## config.mk

```make
export PLATFORM = sky130hd
export DESIGN_NAME = sifhTop
export DESIGN_NICKNAME = d
export VERILOG_FILES = /design/src/common/sifhPkg.sv /design/src/histogram/histogramRam.sv /design/src/histogram/binAccumulator.sv /design/src/histogram/peakSearch.sv /design/src/histogram/sifhFsm.sv /design/src/verilog/sifhTop.sv
export SDC_FILE = /design/constraint.sdc
export NUM_CORES = 1
export LEC_CHECK = 0
export BUFFER_PORTS_ARGS = -buffer_cell sky130_fd_sc_hd__buf_2
export CELL_PAD_IN_SITES_DETAIL_PLACEMENT = 0
export CELL_PAD_IN_SITES_GLOBAL_PLACEMENT = 1
export CORE_AREA = 2 2 123 125
export DETAILED_ROUTE_END_ITERATION = 10
export DIE_AREA = 0 0 125 127
export PLACE_DENSITY = 0.86
export RECOVER_POWER = 100
export SLEW_MARGIN = 25
export SYNTH_ARGS = -nofsm -noshare
export SYNTH_HDL_FRONTEND = slang
export SYNTH_HIERARCHICAL = 1
export SYNTH_SLANG_ARGS = --single-unit
```

## constraint.sdc

```tcl
create_clock -name clk -period 3.65 [get_ports clk]
set_input_delay 0.73 -clock clk [delete_from_list [all_inputs] [get_ports clk]]
set_output_delay 0.73 -clock clk [all_outputs]
set_load 0.1 [all_outputs]
```

## src/common/sifhPkg.sv

```systemverilog
package sifhPkg;

    // time code from the TDC
    localparam int TDC_WIDTH = 10;

    // bin index is the upper part of a code, 32 bins
    localparam int BIN_BITS = 5;

    // bin counts saturate at all ones
    localparam int COUNT_WIDTH = 4;

    typedef logic [TDC_WIDTH-1:0] tdcCode;

    typedef logic [BIN_BITS-1:0] binIndex;

    typedef logic [COUNT_WIDTH-1:0] binCount;

    // sequencer states
    // INIT clears the RAM once after reset
    // ACCUM takes codes, DRAIN lets the last increment land
    // SCAN reads and clears all bins, REPORT waits for the peak
    typedef enum logic [2:0] {
        INIT,
        ACCUM,
        DRAIN,
        SCAN,
        REPORT
    } fsmState;

endpackage

```

## src/histogram/histogramRam.sv

```systemverilog
module histogramRam (
    input  logic             clk,
    // read port, registered
    input  sifhPkg::binIndex raddr,
    input  logic             rEnable,
    output sifhPkg::binCount counts,
    // write port
    input  sifhPkg::binIndex waddr,
    input  logic             wEnable,
    input  sifhPkg::binCount newCounts
);

    localparam int depth = 2 ** sifhPkg::BIN_BITS;

    // one count per bin
    sifhPkg::binCount mem [depth];

    // read returns old data on a same-address write
    // binAccumulator forwards around that case
    always_ff @(posedge clk) begin
        if (rEnable) begin
            counts <= mem[raddr];
        end
    end

    always_ff @(posedge clk) begin
        if (wEnable) begin
            mem[waddr] <= newCounts;
        end
    end

endmodule

```

## src/histogram/binAccumulator.sv

```systemverilog
module binAccumulator (
    input  logic             clk,
    input  logic             reset,
    // increment request
    input  logic             sampleValid,
    input  sifhPkg::binIndex sampleBin,
    // clearing scan request
    input  logic             scanValid,
    input  sifhPkg::binIndex scanBin,
    input  logic             scanLast,
    // RAM read port
    output sifhPkg::binIndex raddr,
    output logic             rEnable,
    input  sifhPkg::binCount counts,
    // RAM write port
    output sifhPkg::binIndex waddr,
    output logic             wEnable,
    output sifhPkg::binCount newCounts,
    // scanned counts towards peakSearch
    output logic             scanCountValid,
    output sifhPkg::binCount scanCount,
    output sifhPkg::binIndex scanCountBin,
    output logic             scanCountLast
);

    // pending stage holds one operation in flight
    logic             pendValid;
    logic             pendScan;
    logic             pendLast;
    logic             pendFwd;
    sifhPkg::binIndex pendBin;

    // copy of the previous write for forwarding
    sifhPkg::binCount lastWrite;

    // count before this operation
    sifhPkg::binCount oldCount;
    sifhPkg::binCount incCount;

    // shared read port since requests never overlap
    assign raddr   = sampleValid ? sampleBin : scanBin;
    assign rEnable = sampleValid | scanValid;

    always_ff @(posedge clk) begin
        if (reset) begin
            pendValid <= 1'b0;
        end else begin
            pendValid <= sampleValid | scanValid;
        end
    end

    always_ff @(posedge clk) begin
        pendScan  <= scanValid;
        pendLast  <= scanValid & scanLast;
        pendBin   <= raddr;
        // back-to-back hit makes the RAM read stale
        pendFwd   <= pendValid && (pendBin == raddr);
        lastWrite <= newCounts;
    end

    assign oldCount = pendFwd ? lastWrite : counts;

    // saturating increment
    assign incCount = (oldCount == '1) ? oldCount : oldCount + sifhPkg::binCount'(1);

    // write back in the stage after the read
    assign waddr     = pendBin;
    assign wEnable   = pendValid;
    // a scan leaves the bin cleared
    assign newCounts = pendScan ? '0 : incCount;

    assign scanCountValid = pendValid & pendScan;
    assign scanCount      = oldCount;
    assign scanCountBin   = pendBin;
    assign scanCountLast  = pendValid & pendScan & pendLast;

    // sequencer must keep the two request kinds apart
    sampleScanExclusive: assert property (
        @(posedge clk) disable iff (reset)
        !(sampleValid && scanValid)
    );

    // the last scan count always belongs to the top bin
    lastIsTopBin: assert property (
        @(posedge clk) disable iff (reset)
        scanCountLast |-> (scanCountBin == '1)
    );

endmodule

```

## src/histogram/peakSearch.sv

```systemverilog
module peakSearch (
    input  logic             clk,
    input  logic             reset,
    input  logic             scanCountValid,
    input  sifhPkg::binCount scanCount,
    input  sifhPkg::binIndex scanCountBin,
    input  logic             scanCountLast,
    output logic             peakValid,
    output sifhPkg::binIndex peakBin,
    output sifhPkg::binCount peakCount
);

    // running maximum over the scan
    sifhPkg::binCount maxCount;
    sifhPkg::binIndex maxBin;

    // candidate with the current count folded in
    logic             take;
    sifhPkg::binCount candCount;
    sifhPkg::binIndex candBin;

    // bin 0 starts a new scan
    // strictly greater keeps the lowest bin on a tie
    assign take      = (scanCountBin == '0) || (scanCount > maxCount);
    assign candCount = take ? scanCount : maxCount;
    assign candBin   = take ? scanCountBin : maxBin;

    always_ff @(posedge clk) begin
        if (scanCountValid) begin
            maxCount <= candCount;
            maxBin   <= candBin;
        end
    end

    // result registered on the last count
    always_ff @(posedge clk) begin
        if (scanCountValid && scanCountLast) begin
            peakBin   <= candBin;
            peakCount <= candCount;
        end
    end

    always_ff @(posedge clk) begin
        if (reset) begin
            peakValid <= 1'b0;
        end else begin
            peakValid <= scanCountValid & scanCountLast;
        end
    end

    // a report needs the first count of its 32-bin scan
    reportAfterScan: assert property (
        @(posedge clk) disable iff (reset)
        peakValid |-> $past(scanCountValid, 32)
    );

endmodule

```

## src/histogram/sifhFsm.sv

```systemverilog
module sifhFsm #(
    parameter int pixelsPerFrame  = 4,
    parameter int samplesPerPixel = 20,
    localparam int pixelBits  = (pixelsPerFrame > 1) ? $clog2(pixelsPerFrame) : 1,
    localparam int sampleBits = (samplesPerPixel > 1) ? $clog2(samplesPerPixel) : 1
) (
    input  logic                 clk,
    input  logic                 reset,
    // code source
    input  logic                 wrEn,
    input  sifhPkg::tdcCode      data,
    output logic                 busy,
    // increment requests
    output logic                 sampleValid,
    output sifhPkg::binIndex     sampleBin,
    // clearing scan requests
    output logic                 scanValid,
    output sifhPkg::binIndex     scanBin,
    output logic                 scanLast,
    // result side
    input  logic                 peakValid,
    output logic [pixelBits-1:0] peakPixel,
    output logic                 frameDone
);

    sifhPkg::fsmState state;

    // msb marks the extra INIT cycle after the last clear read
    logic [sifhPkg::BIN_BITS:0] sweepCount;

    logic [sampleBits-1:0] sampleCount;
    logic [pixelBits-1:0]  pixelCount;

    logic sweepReading;
    logic lastSample;
    logic lastPixel;

    // all 32 addresses issued while msb is low
    assign sweepReading = ~sweepCount[sifhPkg::BIN_BITS];

    assign lastSample = (sampleCount == sampleBits'(samplesPerPixel - 1));
    assign lastPixel  = (pixelCount == pixelBits'(pixelsPerFrame - 1));

    // codes are only taken in ACCUM
    assign busy        = (state != sifhPkg::ACCUM);
    assign sampleValid = wrEn && (state == sifhPkg::ACCUM);
    // bin is the upper part of the code
    assign sampleBin   = data[sifhPkg::TDC_WIDTH-1 -: sifhPkg::BIN_BITS];

    // INIT and SCAN share the sweep
    assign scanValid = ((state == sifhPkg::INIT) && sweepReading) || (state == sifhPkg::SCAN);
    assign scanBin   = sweepCount[sifhPkg::BIN_BITS-1:0];
    // INIT never flags last, so its counts go nowhere
    assign scanLast  = (state == sifhPkg::SCAN) && (scanBin == '1);

    assign peakPixel = pixelCount;
    assign frameDone = peakValid && (state == sifhPkg::REPORT) && lastPixel;

    always_ff @(posedge clk) begin
        if (reset) begin
            state       <= sifhPkg::INIT;
            sweepCount  <= '0;
            sampleCount <= '0;
            pixelCount  <= '0;
        end else begin
            unique case (state)
                sifhPkg::INIT: begin
                    sweepCount <= sweepCount + 1'b1;
                    // one spare cycle for the last clear write
                    if (!sweepReading) begin
                        sweepCount <= '0;
                        state      <= sifhPkg::ACCUM;
                    end
                end
                sifhPkg::ACCUM: begin
                    if (sampleValid) begin
                        sampleCount <= sampleCount + 1'b1;
                        if (lastSample) begin
                            sampleCount <= '0;
                            state       <= sifhPkg::DRAIN;
                        end
                    end
                end
                sifhPkg::DRAIN: begin
                    // last increment writes here
                    state <= sifhPkg::SCAN;
                end
                sifhPkg::SCAN: begin
                    sweepCount <= sweepCount + 1'b1;
                    if (scanLast) begin
                        sweepCount <= '0;
                        state      <= sifhPkg::REPORT;
                    end
                end
                sifhPkg::REPORT: begin
                    if (peakValid) begin
                        state <= sifhPkg::ACCUM;
                        // wraps at the end of the frame
                        if (lastPixel) begin
                            pixelCount <= '0;
                        end else begin
                            pixelCount <= pixelCount + 1'b1;
                        end
                    end
                end
                default: begin
                    state <= sifhPkg::INIT;
                end
            endcase
        end
    end

    // no back-pressure, the source has to watch busy
    noWriteWhileBusy: assert property (
        @(posedge clk) disable iff (reset)
        busy |-> !wrEn
    );

    // report state always ends with a result
    reportEnds: assert property (
        @(posedge clk) disable iff (reset)
        $rose(state == sifhPkg::REPORT) |-> ##1 peakValid
    );

endmodule

```

## src/verilog/sifhTop.sv

```systemverilog
module sifhTop #(
    parameter int pixelsPerFrame  = 4,
    parameter int samplesPerPixel = 20,
    localparam int pixelBits = (pixelsPerFrame > 1) ? $clog2(pixelsPerFrame) : 1
) (
    input  logic                 clk,
    input  logic                 reset,
    // code stream
    input  logic                 wrEn,
    input  sifhPkg::tdcCode      data,
    output logic                 busy,
    // peak stream, one entry per pixel
    output logic                 peakValid,
    output logic [pixelBits-1:0] peakPixel,
    output sifhPkg::tdcCode      peakCode,
    output sifhPkg::binCount     peakCount,
    output logic                 frameDone
);

    // sequencer to accumulator
    logic             sampleValid;
    sifhPkg::binIndex sampleBin;
    logic             scanValid;
    sifhPkg::binIndex scanBin;
    logic             scanLast;

    // accumulator to RAM
    sifhPkg::binIndex raddr;
    logic             rEnable;
    sifhPkg::binCount counts;
    sifhPkg::binIndex waddr;
    logic             wEnable;
    sifhPkg::binCount newCounts;

    // accumulator to peak search
    logic             scanCountValid;
    sifhPkg::binCount scanCount;
    sifhPkg::binIndex scanCountBin;
    logic             scanCountLast;

    sifhPkg::binIndex peakBin;

    sifhFsm #(
        .pixelsPerFrame (pixelsPerFrame),
        .samplesPerPixel(samplesPerPixel)
    ) fsm (
        .clk        (clk),
        .reset      (reset),
        .wrEn       (wrEn),
        .data       (data),
        .busy       (busy),
        .sampleValid(sampleValid),
        .sampleBin  (sampleBin),
        .scanValid  (scanValid),
        .scanBin    (scanBin),
        .scanLast   (scanLast),
        .peakValid  (peakValid),
        .peakPixel  (peakPixel),
        .frameDone  (frameDone)
    );

    binAccumulator accum (
        .clk           (clk),
        .reset         (reset),
        .sampleValid   (sampleValid),
        .sampleBin     (sampleBin),
        .scanValid     (scanValid),
        .scanBin       (scanBin),
        .scanLast      (scanLast),
        .raddr         (raddr),
        .rEnable       (rEnable),
        .counts        (counts),
        .waddr         (waddr),
        .wEnable       (wEnable),
        .newCounts     (newCounts),
        .scanCountValid(scanCountValid),
        .scanCount     (scanCount),
        .scanCountBin  (scanCountBin),
        .scanCountLast (scanCountLast)
    );

    histogramRam ram (
        .clk      (clk),
        .raddr    (raddr),
        .rEnable  (rEnable),
        .counts   (counts),
        .waddr    (waddr),
        .wEnable  (wEnable),
        .newCounts(newCounts)
    );

    peakSearch peak (
        .clk           (clk),
        .reset         (reset),
        .scanCountValid(scanCountValid),
        .scanCount     (scanCount),
        .scanCountBin  (scanCountBin),
        .scanCountLast (scanCountLast),
        .peakValid     (peakValid),
        .peakBin       (peakBin),
        .peakCount     (peakCount)
    );

    // bin centre, low part is 1 followed by zeros
    assign peakCode = {peakBin, 1'b1, {(sifhPkg::TDC_WIDTH - sifhPkg::BIN_BITS - 1){1'b0}}};

endmodule

```

==> flow_summary.yaml, run 1 <==
timing:
  final_hold_viol_count: 0
  layout_setup_ws_ps: 546.9
  min_period_ps: 3103
  setup_viol: 0
  fin_crit_sh: 0.8502
  finalSetupTns_ps: 0
  rsz0062_at_grt: "false"
  timing.slew.headroom: 0.02209
  worst_slew_pin_slew_ps: 1467
  drv_slew: 0
  finalClockSkew_ps: 7.606
  fmax_mhz: 322.3
drt:
  met2WireLength_mm: 6.817
  wl_met1_mm: 5.856
  first_pass_iters: 5
  remaining_drc_errors: 0
  viasPerCell: 5.925
  drtIter0Drc: 284
  wl_met3_um: 786
  finalWirelength_mm: 13.67
  ant_nets: 0
  wire_per_inst_um: 20.56
  vias: 3940
  routed.top_layer: "met4"
clocking:
  cts_resized: 0
  cts-root-buf: "clkbuf_16"
  clkTransAtPathRegs_ps: 60
  cts_buffers: 17
  cts_tree: "yes"
  cts_setup_buffers: 0
  clock_path_buffers: 2
  htree_levels: 4
  numClockSinks: 180
  clk_latency_ps: 430
  cts_hold_repair.buffers: 0
placement:
  dp_hpwl_mm: 8.711
  gp_congestion: 0.7946
  portBuffers: 21
  dp_slack_ps: 419.3
synthesis:
  synth_top_family_by_area: "multiplexers"
  synthCells: 453
  synth_adder_area_share: 0.01641
  synth.avg_cell_area_um2: 16.83
  synth-compound-area-share: 0.03085
  ys_seq_area_frac: 0.6695
  synth.distinct_cells: 56
  yosys_register_bits: 180
  yosys.area_share.simple: 0.07778
  synth_xor_area_frac: 0.008041
  ys.flop_type: "edfxtp_1"
  synthMuxAreaShare: 0.1580
  async_flop_share: 0
  syn_area_mm2: 0.007625
  synth_edf_count: 150
  yosysWarnings: 6
floorplanning:
  num_rows: 44
  die_w_um: 125
  core-area_mm2: 0.01442
  dieHeight_um: 127
  dieArea_mm2: 0.01588
  start_util: 0.5286
  num_io_pins: 32
worst_setup_path:
  cpMaxStageDelayCell: "dfxtp_1"
  cpPeakStageDelay_ps: 520
  path_class: "reg -> reg"
  worstPathArrival_ps: 3280
  critPathLaunchType: "register"
  crit_top_cell: "mux4_2"
  worstPathCellList: "and4bb_1, clkbuf_1, mux2_1, buf_12, mux4_2, mux4_2, mux2_2"
  cp.required_ps: 3830
  critPathMaxFanout: 34
  crit_path_end_kind: "register"
final_layout:
  layout_common_cells: "edfxtp_1, nor2_1, mux4_2"
  area_growth_pct: 9.714
  final_common_cell: "edfxtp_1"
  layout-drive-gt1-share: 0.2079
  final_nets: 491
  num_antenna_cells: 0
hold_path:
  min_path_type: "reg -> reg"
power_and_ir_drop:
  power_density_mw_per_mm2: 551.4
  p_leak_nw: 2.851
  max-vdd-ir-drop_mv: 0.3311
global_routing:
  grt_usage: 0.1849
  gr-total-overflow: 0
  grt_pass1_wl_mm: 21.97
  first_global_vias: 3855
  antenna_found_initial: 0
  grt_max_degree: 35
run:
  cap_violations: 0
run_status:
  status: "finished clean"
layout make-up:
cell class | instances | area, µm²
clock buffers | 17 | 425.4
clock inverters | 15 | 210.2
fillers | 1059 | 6058
inverters | 12 | 45.04
multi-input cells | 228 | 2198
flip-flops and latches | 180 | 5105
well taps | 184 | 230.2
repair buffers | 29 | 151.4
report_power, final:
part / switching (mW) / leakage (nW) / total, mW / internal (mW)
clock: 0.735 / 0.318 / 1.94 / 1.21
combinational: 0.201 / 0.865 / 0.371 / 0.170
sequential: 0.0300 / 1.67 / 2.30 / 2.27
worst max-delay path, delay by kind of cell (launching register included):
family / cells / cell delay (ps)
AND/OR/NAND/NOR: 1 / 320
multiplexers: 4 / 1510
flip-flops: 1 / 520
buffers and inverters: 2 / 470
sequential cells by signal, summed over array words and instances (netlist names):
| register | count |
|---|---|
| fsm/sampleCount | 5 |
| fsm/peakPixel | 2 |
| peak/maxCount | 4 |
| peak/peakCount | 4 |
| accum/scanCountBin | 5 |
| ram/counts | 4 |
| peak/peakBin | 5 |
| accum/lastWrite | 4 |
| peak/peakValid | 1 |
| fsm/state | 3 |
| ram/mem | 128 |
| accum/pendLast | 1 |
| accum/wEnable | 1 |
| accum/pendFwd | 1 |
| accum/pendScan | 1 |
| peak/maxBin | 5 |
| fsm/sweepCount | 6 |
through the flow:
step                      cell area [µm²]  cells  total power [mW]  utilization  hold WS [ps]
after floorplan                      7636    456             2.677            -         463.3
after global placement               7821    633             2.732       0.5422         493.8
after detailed placement             7821    633             2.746       0.5422         504.3
after CTS                            8457    665             4.682       0.5863         514.2
after global routing                 8366    665             4.778       0.5800         544.7
final                                8366    665             4.612       0.5800         513.7
final timing paths:
path / from / to / slack, ps / depth (start not counted)
max reg2reg: fsm/state[0] / ram/counts[3] / 550 / 7
min reg2reg: fsm/sampleCount[4] / fsm/sampleCount[4] / 510 / 2
max: fsm/state[0] / ram/counts[3] / 550 / 7
min: fsm/sampleCount[4] / fsm/sampleCount[4] / 510 / 2
synthesized netlist by cell type (3+ instances only):
master      n  area, µm²
edfxtp_1  150       4504
nor2_1     52      195.2
mux4_2     40      900.9
dfxtp_1    30      600.6
buf_4      21      157.7
mux2_2     19      214.0
inv_1      12      45.04
ha_1       10      125.1
nand3b_1    8      60.06
mux2i_1     6      60.06
nand2_1     6      22.52
nand3_1     6      30.03
nor2b_1     6      37.54
xor2_1      5      43.79
a21oi_1     4      20.02
and2_1      4      25.02
buf_1       4      15.01
buf_6       4      45.04
clkbuf_1    4      15.01
o21ai_1     4      20.02
and3_1      3      18.77
buf_2       3      15.01
nand4_1     3      18.77
nor3_1      3      15.01
o21ai_0     3      15.01
or3b_2      3      26.28
routing by layer:
layer  vias to the layer above  track usage
met3                        20      0.05025
met4                         0      0.05882
met2                       145       0.2996
met1                      2014       0.2475
li1                       1761            -
met5                         -            0
cell families (layout without fill, tap and decap cells):
family,after synthesis,in the layout
compound gates,30,30
xor+xnor,7,7
fa+ha+maj,10,10
buf+inv,48,73
flops,180,180
mux,67,67
other cells,2,5
simple gates,109,109
Note: power is estimated with default switching activity, not from simulation.
==> inputs of run 2 (changes only) <==
--- a/config.mk
+++ b/config.mk
@@ -6,12 +6,13 @@
 export NUM_CORES = 1
 export LEC_CHECK = 0
 export BUFFER_PORTS_ARGS = -buffer_cell sky130_fd_sc_hd__buf_2
-export CELL_PAD_IN_SITES_DETAIL_PLACEMENT = 0
-export CELL_PAD_IN_SITES_GLOBAL_PLACEMENT = 1
-export CORE_AREA = 2 2 123 125
+export CELL_PAD_IN_SITES_DETAIL_PLACEMENT = 1
+export CELL_PAD_IN_SITES_GLOBAL_PLACEMENT = 2
+export CORE_AREA = 2 2 132 134
 export DETAILED_ROUTE_END_ITERATION = 10
-export DIE_AREA = 0 0 125 127
-export PLACE_DENSITY = 0.86
+export DIE_AREA = 0 0 134 136
+export MAX_ROUTING_LAYER = met4
+export PLACE_DENSITY = 0.81
 export RECOVER_POWER = 100
 export SLEW_MARGIN = 25
 export SYNTH_ARGS = -nofsm -noshare
==> flow_summary.yaml, run 2 (synthesis results as in run 1) <==
run_status:
  status: "finished, violations left"
  violations: "max-capacitance violations, max-slew violations"
clocking:
  cts-root-buf: "clkbuf_16"
  cts_resized: 0
  clock_path_buffers: 2
  htree_levels: 4
  cts_setup_buffers: 0
  numClockSinks: 180
  clk_latency_ps: 430
  cts_hold_repair.buffers: 0
  cts_buffers: 17
  cts_tree: "yes"
  clkTransAtPathRegs_ps: 70
power_and_ir_drop:
  p_switching_mw: 1.006
  power_density_mw_per_mm2: 539.0
  p_leak_nw: 2.820
  p_int_mw: 3.528
  max-vdd-ir-drop_mv: 0.3206
  power_frac_seq: 0.507
  combPwrFrac: 0.087
  power_switching_share: 0.2218
  pwr-share-clk: 0.406
floorplanning:
  dieHeight_um: 136
  start_util: 0.4518
  num_rows: 48
  die_w_um: 134
  core-area_mm2: 0.01688
  num_io_pins: 32
  dieArea_mm2: 0.01822
worst_setup_path:
  worstPathArrival_ps: 3120
  cpMaxStageDelayCell: "clkbuf_1"
  crit_path_end_kind: "register"
  critPathLaunchType: "register"
  cp.required_ps: 3660
  path_class: "reg -> reg"
  worstPathCellList: "mux2_1, ha_1, o21ai_0, xnor2_1, nor2_2, clkbuf_1"
  critPathMaxFanout: 33
  cpPeakStageDelay_ps: 1110
run:
  cap_violations: 1
timing:
  timing.slew.headroom: -0.02262
  worst_slew_pin_slew_ps: 1534
  fmax_mhz: 321.3
  finalSetupTns_ps: 0
  finalClockSkew_ps: 5.736
  final_hold_viol_count: 0
  min_period_ps: 3112
  setup_viol: 0
  rsz0062_at_grt: "false"
  fin_crit_sh: 0.8526
  drv_slew: 34
global_routing:
  gr-total-overflow: 0
  grt_usage: 0.1835
  grt_pass1_wl_mm: 23.74
  grt_max_degree: 35
  first_global_vias: 4136
  antenna_found_initial: 0
final_layout:
  fin_cells: 706
  num_antenna_cells: 0
  layout_common_cells: "edfxtp_1, nor2_1, mux4_2"
  area_growth_pct: 10.32
  largest_register: "ram/mem"
  layout-drive-gt1-share: 0.2079
  fillers: 1602
  final_nets: 492
  largest_reg_flops: 128
  multi_input_area_mm2: 0.002216
  reg_top3: "ram/mem x128, fsm/sweepCount x6"
  final_common_cell: "edfxtp_1"
  seq_area_mm2: 0.005105
placement:
  gp_congestion: 0.7535
  dp_hpwl_mm: 9.775
  portBuffers: 21
  place_inst: 675
drt:
  wire_per_inst_um: 21.04
  first_pass_iters: 6
  ant_nets: 0
  finalWirelength_mm: 14.86
  viasPerCell: 5.496
  drtIter0Drc: 293
  remaining_drc_errors: 0
  vias: 3880
hold_path:
  min_path_type: "reg -> reg"
## run 2: power by group through the flow
stage	Clock, mW	Sequential [mW]	Combinational (mW)
final	1.84	2.30	0.393
after floorplan	0	2.33	0.349
after CTS	1.88	2.30	0.424
after global placement	0	2.34	0.409
after global routing	1.95	2.30	0.431
after detailed placement	0	2.34	0.421
## run 2: worst paths after layout
check	depth (start not counted)	slack (ps)	startpoint	end
setup / recovery	6	540	accum/pendFwd	ram/mem[3][0]
hold / removal	2	520	fsm/sampleCount[4]	fsm/sampleCount[4]
setup reg to reg	6	540	accum/pendFwd	ram/mem[3][0]
hold reg to reg	2	520	fsm/sampleCount[4]	fsm/sampleCount[4]
## run 2: layout make-up
cell class / instances / area share
multi-input cells: 228 / 0.2634
inverters: 12 / 0.005355
clock buffers: 20 / 0.05191
repair buffers: 30 / 0.02082
flip-flops and latches: 180 / 0.6069
clock inverters: 11 / 0.01815
well taps: 225 / 0.03347
## run 2: layer usage
metal,global-route usage,share of wire
met5,-,0
met4,0.07801,0.023
met3,0.03393,0.049
met2,0.3026,0.51
met1,0.2241,0.42
## run 2: critical path, delay by kind of cell (launching register included)
kind | cells | cell delay (ps)
compound gates | 1 | 170
xor+xnor | 1 | 140
mux | 1 | 440
fa+ha+maj | 1 | 280
flops | 1 | 440
buf+inv | 1 | 1110
simple gates | 1 | 90
## run 2: stage by stage
step | hold WS (ps) | worst slack [ps] | power [mW] | util | cell area (µm²)
CTS | 529.6 | 534.7 | 4.601 | 0.5033 | 8494
detailed placement | 523.1 | 332.6 | 2.765 | 0.4684 | 7905
floorplan | 463.3 | 466.3 | 2.677 | - | 7636
global placement | 485.2 | 351.5 | 2.750 | 0.4681 | 7900
global route | 572.6 | 264.0 | 4.687 | 0.4984 | 8412
finish | 524.2 | 537.9 | 4.534 | 0.4984 | 8412
==> inputs of run 3 (changes only) <==
--- a/config.mk
+++ b/config.mk
@@ -8,11 +8,11 @@
 export BUFFER_PORTS_ARGS = -buffer_cell sky130_fd_sc_hd__buf_2
 export CELL_PAD_IN_SITES_DETAIL_PLACEMENT = 1
 export CELL_PAD_IN_SITES_GLOBAL_PLACEMENT = 2
-export CORE_AREA = 2 2 132 134
+export CORE_AREA = 2 2 121 147
 export DETAILED_ROUTE_END_ITERATION = 10
-export DIE_AREA = 0 0 134 136
+export DIE_AREA = 0 0 123 149
 export MAX_ROUTING_LAYER = met4
-export PLACE_DENSITY = 0.81
+export PLACE_DENSITY = 0.8
 export RECOVER_POWER = 100
 export SLEW_MARGIN = 25
 export SYNTH_ARGS = -nofsm -noshare
==> flow_summary.yaml, run 3 (synthesis results as in run 1) <==
run_status:
  status: "finished, violations left"
  violations: "max-capacitance violations, max-slew violations"
worst_setup_path:
  crit_path_end_kind: "register"
  worstPathArrival_ps: 3300
  path_class: "reg -> reg"
  critPathLaunchType: "register"
  critPathMaxFanout: 34
  cp.required_ps: 3820
  reg2reg_depth: 6
timing:
  final_hold_viol_count: 0
  fin_crit_sh: 0.8580
  timing.slew.headroom: -0.04187
  finalSetupTns_ps: 0
  drv_slew: 34
  fmax_mhz: 319.3
  rsz0062_at_grt: "false"
  worst_slew_pin_slew_ps: 1563
  setup_viol: 0
  min_period_ps: 3132
  finalClockSkew_ps: 9.629
  layout_setup_ws_ps: 518.4
run:
  cap_violations: 1
clocking:
  clkTransAtPathRegs_ps: 70
  clk_latency_ps: 420
  cts_buffers: 17
  htree_levels: 4
  cts_resized: 0
  clock_path_buffers: 2
  numClockSinks: 180
  cts_tree: "yes"
  cts_hold_repair.buffers: 0
  cts-root-buf: "clkbuf_16"
  cts_setup_buffers: 0
drt:
  first_pass_iters: 4
  remaining_drc_errors: 0
  drtIter0Drc: 256
  finalWirelength_mm: 14.77
  vias: 3875
  viasPerCell: 5.544
  wire_per_inst_um: 21.14
  ant_nets: 0
global_routing:
  grtUsageMet2: 0.2972
  gr-total-overflow: 0
  antenna_found_initial: 0
  grt_pass1_wl_mm: 23.14
  busiest_layer: "met2"
  first_global_vias: 4134
  grtUsageMet1: 0.2152
  grt_max_degree: 35
  met3_usage: 0.03937
  grt_usage: 0.1791
power_and_ir_drop:
  power_mw: 4.449
  p_leak_nw: 2.811
  power_density_mw_per_mm2: 532.4
  max-vdd-ir-drop_mv: 0.2944
final_layout:
  reg_top3: "ram/mem x128, fsm/sweepCount x6"
  final_common_cell: "edfxtp_1"
  num_antenna_cells: 0
  largest_register: "ram/mem"
  layout_common_cells: "edfxtp_1, nor2_1, mux4_2"
  area_growth_pct: 9.600
  final_nets: 489
  fin_util: 0.4884
  layout-drive-gt1-share: 0.2150
  largest_reg_flops: 128
placement:
  dp_slack_ps: 298.8
  gp_congestion: 0.7579
  portBuffers: 21
  dp_hpwl_mm: 9.789
floorplanning:
  dieHeight_um: 149
  num_rows: 53
  die_w_um: 123
  num_io_pins: 32
  start_util: 0.4457
  dieArea_mm2: 0.01833
  core-area_mm2: 0.01711
hold_path:
  min_path_cells: 2
  min_path_type: "reg -> reg"
[run 3: cell count changes in the layout (fill, tap and decap cells not counted), moves of 2 or more]
cell	delta
clkinv_2	+2
clkbuf_1	-4
bufinv_16	-2
inv_8	+3
[run 3: area by class of cell]
type | instances | area, µm²
clock buffers | 17 | 425.4
clock inverters | 15 | 147.6
flip-flops and latches | 180 | 5105
well taps | 220 | 275.3
inverters | 12 | 45.04
repair buffers | 27 | 143.9
fillers | 1624 | 8752
multi-input cells | 228 | 2215
[run 3: where the power goes]
| group | switching [mW] | internal, mW |
|---|---|---|
| clock | 0.801 | 0.961 |
| combinational | 0.212 | 0.179 |
| sequential | 0.0287 | 2.27 |
| total | 1.04 | 3.41 |
[run 3: routing by layer]
| layer | share of wire | up-vias |
|---|---|---|
| li1 | - | 1766 |
| met1 | 0.41 | 2026 |
| met2 | 0.54 | 66 |
| met3 | 0.028 | 17 |
| met4 | 0.016 | 0 |
| met5 | 0 | - |
[run 3: worst max-delay path, cell delays in order (launching register included)]
cell and delay, ps:
dfxtp_1 550, and4bb_1 390, mux2_1 390, buf_12 210, mux4_2 500, mux4_2 510
mux2_2 290
[run 3: path summary, 6_finish.rpt]
kind              slack (ps)                 to               from
hold reg to reg          530  fsm/sweepCount[3]  fsm/sweepCount[3]
hold / removal           530  fsm/sweepCount[3]  fsm/sweepCount[3]
setup reg to reg         520      ram/counts[2]       fsm/state[0]
setup / recovery         520      ram/counts[2]       fsm/state[0]
[run 3: stage by stage]
stage	cells	hold WS [ps]	instance area (µm²)
detailed placement	667	513.9	7859
CTS	699	525.0	8432
global route	699	555.0	8357
global placement	667	487.4	7859
finish	699	534.9	8357
floorplan	456	463.3	7636
